`config.mk`:
```
export PLATFORM = sky130hd
export DESIGN_NAME = digit_view_top
export DESIGN_NICKNAME = d
export VERILOG_FILES = /design/src/hw/digit_pkg.sv /design/src/hw/cam_byte_pack.sv /design/src/hw/gray_convert.sv /design/src/hw/frame_decimate.sv /design/src/hw/max_prob_finder.sv /design/src/hw/seg_led.sv /design/src/hw/digit_view_top.sv
export VERILOG_INCLUDE_DIRS = /design/src /design/src/hw
export SDC_FILE = /design/constraint.sdc
export NUM_CORES = 1
export LEC_CHECK = 0
export BUFFER_PORTS_ARGS = -buffer_cell sky130_fd_sc_hd__buf_2
export CORE_MARGIN = 2
export CORE_UTILIZATION = 35
export CTS_CLUSTER_SIZE = 16
export DETAILED_ROUTE_END_ITERATION = 10
export SYNTH_ARGS = -nofsm -noshare
export SYNTH_HDL_FRONTEND = slang
export SYNTH_HIERARCHICAL = 1
export SYNTH_SLANG_ARGS = --single-unit
```
`constraint.sdc`:
```
create_clock -name clk_25m -period 5.02 [get_ports clk_25m]
set_input_delay 0.251 -clock clk_25m [delete_from_list [all_inputs] [get_ports clk_25m]]
set_output_delay 0.251 -clock clk_25m [all_outputs]
set_load 0.05 [all_outputs]
```
`src/hw/digit_defs.svh`:
```
`ifndef DIGIT_DEFS_SVH
`define DIGIT_DEFS_SVH

// frame decimation
`define DS_STEP 4            // keep one pixel in 4, columns and rows

// classifier result
`define NUM_CLASSES 10       // scores per image, one per digit class

// seven-segment display
`define SEG_DIGITS 6         // digits on the board
`define SEG_SCAN_DIV 16      // cycles per digit, short for sim

// on hardware the scan divider would be in the thousands
// so each digit is lit for a few hundred microseconds

`endif

```
`src/hw/digit_pkg.sv`:
```
`default_nettype none

`include "digit_defs.svh"

package digit_pkg;

  // raw camera byte bus, sync to clk_25m
  typedef struct packed {
    logic       vsync;      // frame sync
    logic       href;       // line valid
    logic [7:0] data;       // byte, high then low per pixel
  } cam_bus_t;

  typedef struct packed {
    logic [4:0] r;
    logic [5:0] g;
    logic [4:0] b;
  } rgb565_t;

  typedef struct packed {
    logic    valid;         // one-cycle strobe
    logic    sof;           // first pixel of frame
    rgb565_t pixel;
  } pix_beat_t;

  // gray stream, also the classifier feed
  typedef struct packed {
    logic       valid;
    logic       sof;
    logic [7:0] data;       // 8-bit luma
  } gray_beat_t;

  typedef struct packed {
    logic       valid;
    logic [7:0] data;       // class score from network
  } score_beat_t;

  typedef struct packed {
    logic       valid;
    logic [3:0] idx;        // winning class
  } class_beat_t;

  typedef struct packed {
    logic [`SEG_DIGITS-1:0] sel_n;  // digit select, active low
    logic [7:0]             data;   // segments dp..a, active low
  } seg_drive_t;

endpackage

`default_nettype wire

```
`src/hw/cam_byte_pack.sv`:
```
`timescale 1ns/1ps
`default_nettype none

module cam_byte_pack (
  input  wire                  clk_25m,
  input  wire                  rst_n,
  input  wire digit_pkg::cam_bus_t cam,
  output digit_pkg::pix_beat_t pix
);

  logic        phase;       // 1 once high byte is held
  logic [7:0]  hi_byte;     // first byte of pair
  logic        vsync_d;     // last vsync for edge detect
  logic        sof_arm;     // next pixel starts a frame
  logic        vsync_rise;
  logic        pair_done;   // second byte sampled this cycle
  logic        pix_valid;
  logic        pix_sof;
  logic [15:0] pix_word;    // packed rgb565 word

  assign vsync_rise = cam.vsync & ~vsync_d;
  assign pair_done  = cam.href & phase;

  // control path
  always_ff @(posedge clk_25m or negedge rst_n) begin
    if (!rst_n) begin
      phase     <= 1'b0;
      vsync_d   <= 1'b0;
      sof_arm   <= 1'b0;
      pix_valid <= 1'b0;
      pix_sof   <= 1'b0;
    end else begin
      vsync_d   <= cam.vsync;
      pix_valid <= pair_done;
      pix_sof   <= pair_done & sof_arm;
      if (!cam.href) begin
        phase <= 1'b0;                  // byte pairing restarts each line
      end else begin
        phase <= ~phase;
      end
      if (vsync_rise) begin
        sof_arm <= 1'b1;
      end else if (pair_done) begin
        sof_arm <= 1'b0;                // consumed by first pixel
      end
    end
  end

  // pixel payload
  always_ff @(posedge clk_25m) begin
    if (cam.href && !phase) begin
      hi_byte <= cam.data;              // high byte first
    end
    if (pair_done) begin
      pix_word <= {hi_byte, cam.data};
    end
  end

  assign pix = {pix_valid, pix_sof, pix_word};

endmodule

`default_nettype wire

```
`src/hw/gray_convert.sv`:
```
`timescale 1ns/1ps
`default_nettype none

module gray_convert (
  input  wire                      clk_25m,
  input  wire                      rst_n,
  input  wire digit_pkg::pix_beat_t pix,
  output digit_pkg::gray_beat_t    gray
);

  logic [7:0]  r8;           // channels padded to 8 bits
  logic [7:0]  g8;
  logic [7:0]  b8;
  logic        s1_valid;
  logic        s1_sof;
  logic [15:0] s1_sum;       // weighted sum, max 65280
  logic        s2_valid;
  logic        s2_sof;
  logic [7:0]  s2_gray;

  // low bits zero filled, same as display path
  assign r8 = {pix.pixel.r, 3'b000};
  assign g8 = {pix.pixel.g, 2'b00};
  assign b8 = {pix.pixel.b, 3'b000};

  always_ff @(posedge clk_25m or negedge rst_n) begin
    if (!rst_n) begin
      s1_valid <= 1'b0;
      s1_sof   <= 1'b0;
      s2_valid <= 1'b0;
      s2_sof   <= 1'b0;
    end else begin
      s1_valid <= pix.valid;
      s1_sof   <= pix.valid & pix.sof;
      s2_valid <= s1_valid;
      s2_sof   <= s1_sof;
    end
  end

  always_ff @(posedge clk_25m) begin
    if (pix.valid) begin
      // 0.299 / 0.587 / 0.114 scaled by 256
      s1_sum <= 16'(r8) * 16'd77 + 16'(g8) * 16'd150 + 16'(b8) * 16'd29;
    end
    if (s1_valid) begin
      s2_gray <= s1_sum[15:8];  // divide by 256, truncate
    end
  end

  assign gray = {s2_valid, s2_sof, s2_gray};

endmodule

`default_nettype wire

```
`src/hw/frame_decimate.sv`:
```
`timescale 1ns/1ps
`default_nettype none

`include "digit_defs.svh"

module frame_decimate (
  input  wire                       clk_25m,
  input  wire                       rst_n,
  input  wire                       href,
  input  wire digit_pkg::gray_beat_t gray,
  output digit_pkg::gray_beat_t     cls_in
);

  localparam int PH_W = $clog2(`DS_STEP);

  logic [3:0]      href_sr;   // href delayed to line up with gray beats
  logic            row_end;
  logic [PH_W-1:0] col_ph;    // column position mod DS_STEP
  logic [PH_W-1:0] row_ph;    // row position mod DS_STEP
  logic [PH_W-1:0] col_eff;
  logic [PH_W-1:0] row_eff;
  logic            keep;
  logic            out_valid;
  logic            out_sof;
  logic [7:0]      out_data;

  function automatic logic [PH_W-1:0] ph_step(input logic [PH_W-1:0] ph);
    ph_step = (ph == PH_W'(`DS_STEP - 1)) ? '0 : ph + 1'b1;
  endfunction

  // last beat of a line lands 3 cycles after href drops, row_end one later
  assign row_end = href_sr[3] & ~href_sr[2];
  assign col_eff = gray.sof ? '0 : col_ph;   // frame start forces origin
  assign row_eff = gray.sof ? '0 : row_ph;
  assign keep    = gray.valid && (col_eff == '0) && (row_eff == '0);

  always_ff @(posedge clk_25m or negedge rst_n) begin
    if (!rst_n) begin
      href_sr   <= '0;
      col_ph    <= '0;
      row_ph    <= '0;
      out_valid <= 1'b0;
      out_sof   <= 1'b0;
    end else begin
      href_sr   <= {href_sr[2:0], href};
      out_valid <= keep;
      out_sof   <= keep & gray.sof;  // sof pixel always sits on the grid
      if (row_end) begin
        col_ph <= '0;
        row_ph <= ph_step(row_ph);
      end else if (gray.valid) begin
        col_ph <= ph_step(col_eff);
        row_ph <= row_eff;
      end
    end
  end

  always_ff @(posedge clk_25m) begin
    if (keep) begin
      out_data <= gray.data;
    end
  end

  assign cls_in = {out_valid, out_sof, out_data};

endmodule

`default_nettype wire

```
`src/hw/max_prob_finder.sv`:
```
`timescale 1ns/1ps
`default_nettype none

`include "digit_defs.svh"

module max_prob_finder (
  input  wire                        clk_25m,
  input  wire                        rst_n,
  input  wire digit_pkg::score_beat_t score,
  output digit_pkg::class_beat_t     result
);

  logic [3:0] cnt;        // score position in group
  logic [7:0] best_val;   // running max
  logic [3:0] best_idx;
  logic       take;       // this score becomes the best
  logic       last;       // last score of the group
  logic       res_valid;
  logic [3:0] res_idx;

  // strictly greater only so ties keep the lower index
  assign take = (cnt == 4'd0) || (score.data > best_val);
  assign last = (cnt == 4'(`NUM_CLASSES - 1));

  always_ff @(posedge clk_25m or negedge rst_n) begin
    if (!rst_n) begin
      cnt       <= 4'd0;
      res_valid <= 1'b0;
    end else begin
      res_valid <= score.valid & last;
      if (score.valid) begin
        cnt <= last ? 4'd0 : cnt + 4'd1;
      end
    end
  end

  // best score tracking and group result
  always_ff @(posedge clk_25m) begin
    if (score.valid && take) begin
      best_val <= score.data;
      best_idx <= cnt;
    end
    if (score.valid && last) begin
      res_idx <= take ? cnt : best_idx;   // include the last score itself
    end
  end

  assign result = {res_valid, res_idx};

endmodule

`default_nettype wire

```
`src/hw/seg_led.sv`:
```
`timescale 1ns/1ps
`default_nettype none

`include "digit_defs.svh"

module seg_led (
  input  wire                    clk_25m,
  input  wire                    rst_n,
  input  wire [3:0]              num,
  output digit_pkg::seg_drive_t  seg
);

  localparam int DIV_W = $clog2(`SEG_SCAN_DIV);
  localparam int DIG_W = $clog2(`SEG_DIGITS);

  logic [DIV_W-1:0]       div_cnt;   // dwell time per digit
  logic [DIG_W-1:0]       dig;       // active digit, 0 is rightmost
  logic                   div_end;
  logic [7:0]             num_pat;   // decoded segments of num
  logic [`SEG_DIGITS-1:0] sel_n;
  logic [7:0]             seg_data;

  assign div_end = (div_cnt == DIV_W'(`SEG_SCAN_DIV - 1));

  always_ff @(posedge clk_25m or negedge rst_n) begin
    if (!rst_n) begin
      div_cnt <= '0;
      dig     <= '0;
    end else begin
      div_cnt <= div_end ? '0 : div_cnt + 1'b1;
      if (div_end) begin
        if (dig == DIG_W'(`SEG_DIGITS - 1)) begin
          dig <= '0;                         // wrap back to digit 0
        end else begin
          dig <= dig + 1'b1;
        end
      end
    end
  end

  // common anode, segment on when low, dp kept off
  always_comb begin
    case (num)
      4'd0:    num_pat = 8'hC0;
      4'd1:    num_pat = 8'hF9;
      4'd2:    num_pat = 8'hA4;
      4'd3:    num_pat = 8'hB0;
      4'd4:    num_pat = 8'h99;
      4'd5:    num_pat = 8'h92;
      4'd6:    num_pat = 8'h82;
      4'd7:    num_pat = 8'hF8;
      4'd8:    num_pat = 8'h80;
      4'd9:    num_pat = 8'h90;
      default: num_pat = 8'hFF;              // out of range, blank
    endcase
  end

  assign sel_n    = ~(`SEG_DIGITS'(1) << dig);
  assign seg_data = (dig == '0) ? num_pat : 8'hFF;  // only digit 0 used
  assign seg      = {sel_n, seg_data};

endmodule

`default_nettype wire

```
`src/hw/digit_view_top.sv`:
```
`timescale 1ns/1ps
`default_nettype none

module digit_view_top (
  input  wire                         clk_25m,
  input  wire                         rst_n,
  input  wire digit_pkg::cam_bus_t    cam,
  input  wire digit_pkg::score_beat_t score,
  output digit_pkg::gray_beat_t       cls_in,
  output digit_pkg::seg_drive_t       seg
);

  import digit_pkg::*;

  pix_beat_t   pix;       // packed camera pixels
  gray_beat_t  gray;      // full-rate gray stream
  class_beat_t result;    // argmax strobe per image
  logic [3:0]  shown;     // class on the display

  cam_byte_pack u_cam_byte_pack (
    .clk_25m (clk_25m),
    .rst_n   (rst_n),
    .cam     (cam),
    .pix     (pix)
  );

  gray_convert u_gray_convert (
    .clk_25m (clk_25m),
    .rst_n   (rst_n),
    .pix     (pix),
    .gray    (gray)
  );

  // raw href marks line ends, delay handled inside
  frame_decimate u_frame_decimate (
    .clk_25m (clk_25m),
    .rst_n   (rst_n),
    .href    (cam.href),
    .gray    (gray),
    .cls_in  (cls_in)
  );

  max_prob_finder u_max_prob_finder (
    .clk_25m (clk_25m),
    .rst_n   (rst_n),
    .score   (score),
    .result  (result)
  );

  // hold last result until the next image
  always_ff @(posedge clk_25m or negedge rst_n) begin
    if (!rst_n) begin
      shown <= 4'd0;
    end else if (result.valid) begin
      shown <= result.idx;
    end
  end

  seg_led u_seg_led (
    .clk_25m (clk_25m),
    .rst_n   (rst_n),
    .num     (shown),
    .seg     (seg)
  );

endmodule

`default_nettype wire

```
---- Word level (Yosys, flattened, before mapping) ----
Memory sizes are Yosys's and may differ from the RTL's.
Index checks and enable logic that the tools add are counted.
storage, ports and cells
  bits in read-only memories .............. 112
  bits of input ports ..................... 21
  output and inout bits ................... 24
  memories kept ........................... 1
  word-level logic and storage cells ...... 85
  register bits ........................... 107
cells by class
  $mul .................................... 3
  order comparisons ....................... 1
  bitwise operators ....................... 11
  add/subtract/negate cells ............... 7
  shift-type cells ........................ 1
  reduce and logical (&&, ||, !) cells .... 13
  muxes and demuxes ....................... 16
  equal/unequal tests ..................... 5
memory list
  name              words  width  rd ports  clocked after memory_dff  write ports  RTL line       source
  (name not given)  16     7      1         0                         0            seg_led.sv:43  case (num)
operators with widths
  cell                                                                  count
  15-bit by 16-bit adder with 16-bit output                             1
  16-bit by 13-bit adder with 16-bit output                             1
  2-bit two-way mux                                                     8
  6-bit by 7-bit multiplier with 13-bit output (second input constant)  1
  5-bit by 7-bit multiplier with 12-bit output (second input constant)  1
  4-bit two-way mux                                                     3
  5-bit by 5-bit multiplier with 10-bit output (second input constant)  1
  4-bit by 1-bit adder with 4-bit output (second input constant)        2
  4-bit == test (second input constant)                                 2
  8-bit greater-than comparator                                         1
  8-bit two-way mux                                                     1
  1-bit AND                                                             7
  6-bit NOT                                                             1
  1-bit by 3-bit << shifter with 6-bit output (first input constant)    1
  1-bit logical AND                                                     5
  2-bit by 1-bit adder with 2-bit output (second input constant)        2
  2-bit == test (second input constant)                                 2
  2-bit logical NOT                                                     2
  4-bit logical NOT                                                     1
  2-bit nonzero test                                                    2
  3-bit by 1-bit adder with 3-bit output (second input constant)        1
  3-bit == test (second input constant)                                 1
  3-bit logical NOT                                                     1
  1-bit two-way mux                                                     3
  4 further kinds                                                       6

---- Longest topological paths before layout ----
  word-level depth ........................ 5
  depth in mapped cells ................... 19
  depth with buffers taken out ............ 19

---- Cells and area by module ----
Netlist, hierarchy kept.
by module, submodules not included
  module           cells an instance  area an instance (sq um)  times used  seq. area each (sq um)
  gray_convert     265                2867.8                    1           580.6
  max_prob_finder  75                 989.7                     1           605.6
  cam_byte_pack    37                 905.9                     1           845.8
  frame_decimate   39                 656.9                     1           490.5
  seg_led          65                 564.3                     1           175.2
  digit_view_top   8                  145.1                     1           100.1

---- Worst setup path before layout ----
Ideal clock, no wire load.
  path kind ............................... flip-flop to flip-flop
  from .................................... reg u_cam_byte_pack.pix_word[8]
  to ...................................... reg u_gray_convert.s1_sum[15], data pin
  cell stages (with the launch flop) ...... 17
  slack ................................... 0.519 ns
  path buffers ............................ 0
  setup time .............................. 0.273 ns
  required time ........................... 4.747 ns
  data arrival time ....................... 4.228 ns
  clock period less this slack ............ 4.501 ns
  path through ............................ edfxtp_1 > ha_1 > ha_1 > fa_1 > ha_1 > a21oi_1 > o21ai_2 > o31ai_2 > a21bo_2 > fa_1 > inv_1 > ha_1 > a21bo_2 > o211a_1 > o21ai_2 > a21oi_2 > xor2_1
between the ends
  word-level cells in the longest chain between the ends .. 3
RTL lines
  item                                          RTL line             source
  from (decl)                                   cam_byte_pack.sv:19  logic [15:0] pix_word;
  from (signal assigned)                        cam_byte_pack.sv:55  pix_word <= {hi_byte, cam.data};
  6-bit by 7-bit multiplier with 13-bit output  gray_convert.sv:43   s1_sum <= 16'(r8) * 16'd77 + 16'(g8) * 16'd150 + 16'(b8) * 16'd29;
  15-bit by 16-bit adder with 16-bit output     gray_convert.sv:43
  16-bit by 13-bit adder with 16-bit output     gray_convert.sv:43
  to (signal assigned)                          gray_convert.sv:43
  to (decl)                                     gray_convert.sv:16   logic [15:0] s1_sum;
Every way passes these cells.
A chain may end at the register's enable or synchronous reset.

---- Final worst setup path ----
Ends and elaborated chain as after synthesis.

==> flow_summary.ini <==
[status]
run_status = complete, but fails checks
failed_checks = negative hold slack

[worst_setup_path]
crit_family = adder cells
crit_chain = buf_4 > ha_1 > fa_1 > ha_1 > ha_1 > nand2_1 > o21ai_2 > o31ai_2 > a21bo_2 > fa_1 > inv_1 > ha_1 > a21bo_2 > o211a_1 > o21ai_2 > a21oi_2 > xor2_1
path_class = reg -> reg
path_buf_inv = 2
startpoint_type = flip-flop
cpPeakStageDelay_ns = 0.52
required_ns = 5.10
cp_slowest_cell = fa_1
critPathMaxFanout = 4
crit_path_end_kind = flip-flop
arrival_ns = 4.86
path_common_cell = ha_1

[detailed_routing]
wl_per_cell_um = 12.5
detail_route.iter0.violations = 184
ant_nets = 0
wl_met1_um = 4490
finalWirelength_um = 9600
vias = 3537
viasPerCell = 4.62
drt_pass1_iterations = 4
highest_layer = met4
drc = 0
dr_wl_met3_um = 346
met2_length_um = 4640

[yosys]
syn_area_um2 = 6130
synth_most_common_cell = ha_1
synthFlopType = edfxtp_1
ys_seq_area_share_pct = 45.6
async_reset_ff_share_pct = 35.4
ys_types = 59
synth_top_area_share_pct = 31.4
yosysWarningCount = 6
yosysTopAreaCell = edfxtp_1
ys_ff_latch = 99
avgSynthCellArea_um2 = 12.5
syn-num-nets = 627
netlist_top_cells_count = ha_1 (96), edfxtp_1 (64), inv_1 (58)
synth_edf_count = 64
ys_top_cells_by_area = edfxtp_1 (31%), ha_1 (20%), dfrtp_1 (14%)
syn_inst = 489

[timing]
tightest_slew_ns = 0.934
finClkSkew_ns = 0.0109
drv_slew = 0
final-hold-violation-count = 9
tns_ns = 0
relSlewSlack_pct = 37.1
grt_setup_unrepaired = no
period_needed_ns = 4.78
finalCritPeriodShare_pct = 95.2
finalSetupViolCount = 0
max_freq_mhz = 209
holdWs_ns = -0.00949

[power_and_ir_drop]
peakVddDrop_uv = 235
p_leak_nw = 3.08
powerDensity_nw_per_um2 = 410
total_power_mw = 2.81

[clocking]
h-tree-depth = 3
clock_latency_ns = 0.34
root_buffer = clkbuf_16
cts_tree = done
clock_sinks = 99
numCtsBuffers = 9
path_clk_slew_ns = 0.06
clockBufferDepth = 2

[place]
io_buffers = 43
routabilityCongestion = 0.815
hpwl_um = 7720

[final_layout]
nNetsFinal = 674
diodes = 0
area_delta_synth_final_pct = 11.7
drive_gt1_share_pct = 16.6

[floorplan]
core_um2 = 17200
io-pin-count = 45
die-area_um2 = 18600
initial_core_util_pct = 35.6
dieHeight_um = 136
die_w_um = 136
row_count = 48

[global_route]
track_usage_pct = 11.4
grt_pass1_wl_um = 16600
grt_max_degree = 36
antenna_found_initial = 0
grt_pass1_vias = 3646
overflow = 0

[hold_path]
hp-class = in -> async

[flow_run]
max-cap-violations = 0
==> layout make-up <==
cell class / count / area (um2)
flip-flops and latches: 99 / 2800
repair buffers: 47 / 245
clock buffers: 10 / 229
fillers: 1605 / 10400
well taps: 225 / 282
multi-input cells: 320 / 3030
inverters: 59 / 221
clock inverters: 6 / 41.3
==> routing by layer <==
layer,global-route usage [%],vias to the layer above
met3,3.06,12
met2,19.3,59
met5,0,-
met4,3.65,0
met1,14.1,1659
li1,-,1807
==> cells in the final DEF (no fill, tap or decap), types with 17 or more instances in the layout <==
| cell type | instances |
|---|---|
| ha_1 | 95 |
| edfxtp_1 | 64 |
| inv_1 | 58 |
| buf_2 | 43 |
| dfrtp_1 | 35 |
| fa_1 | 21 |
| o21ai_0 | 19 |
| nand2_1 | 17 |
| a21oi_1 | 17 |
| xnor2_1 | 17 |
==> power by group <==
part | switching [mW] | total [mW] | internal (mW) | leakage, nW
sequential | 0.0907 | 1.15 | 1.06 | 1.03
clock | 0.288 | 0.624 | 0.336 | 0.125
combinational | 0.552 | 1.03 | 0.476 | 1.93
==> timing repair <==
item | CTS | global route
gates resized for setup | 0 | 1
setup buffers | 0 | 3
hold buffers | 0 | 0
endpoints found under the setup margin | 0 | 1
==> worst paths after layout <==
kind                       slack, ns                                   from  cells after the start                                   end
hold / removal                -0.009                                  rst_n                      1  u_max_prob_finder/cnt[0]$_DFFE_PN0P_
hold reg to reg                 0.35        u_gray_convert/s1_sof$_DFF_PN0_                      0       u_gray_convert/s2_sof$_DFF_PN0_
setup reg to reg                0.24  u_cam_byte_pack/pix_word[8]$_DFFE_PP_                     17   u_gray_convert/s1_sum[15]$_DFFE_PP_
setup / recovery                0.24  u_cam_byte_pack/pix_word[8]$_DFFE_PP_                     17   u_gray_convert/s1_sum[15]$_DFFE_PP_
min in group clk_25m            0.04                                 cam[9]                      1     u_cam_byte_pack/vsync_d$_DFF_PN0_
max in group asynchronous       4.51                                  rst_n                      1                  shown[3]$_DFFE_PN0P_
==> through the flow <==
| step | utilization [%] | setup WS [ns] | instance area, um2 | std cells |
|---|---|---|---|---|
| final | 39.7 | 0.243 | 6850 | 766 |
| after global routing | 39.7 | 0.00211 | 6850 | 766 |
| after CTS | 39.6 | 0.261 | 6820 | 763 |
| after detailed placement | 38.0 | 0.265 | 6550 | 747 |
| after global placement | 38.0 | 0.348 | 6550 | 747 |
| after floorplan | - | 0.519 | 6130 | 489 |
==> cell families after synthesis <==
kind of cell             share of synthesized area (%)
adder cells (fa/ha/maj)                           26.5
AND/OR/NAND/NOR                                   8.19
multiplexers                                      1.71
XOR/XNOR                                          4.29
buffers and inverters                             4.94
AO/OA/AOI/OAI                                     8.72
flip-flops                                        45.6
other                                           0.0612
==> state kept, by name (all words and copies together), names as in the netlist, 4 cells and up <==
name,flops
u_cam_byte_pack/pix_word,16
u_cam_byte_pack/hi_byte,8
u_frame_decimate/out_data,8
u_gray_convert/s1_sum,8
u_gray_convert/s2_gray,8
u_max_prob_finder/best_val,8
shown,4
u_frame_decimate/href_sr,4
u_max_prob_finder/best_idx,4
u_max_prob_finder/cnt,4
u_max_prob_finder/res_idx,4
u_seg_led/div_cnt,4
No activity file was read; power rests on OpenSTA's default activity.
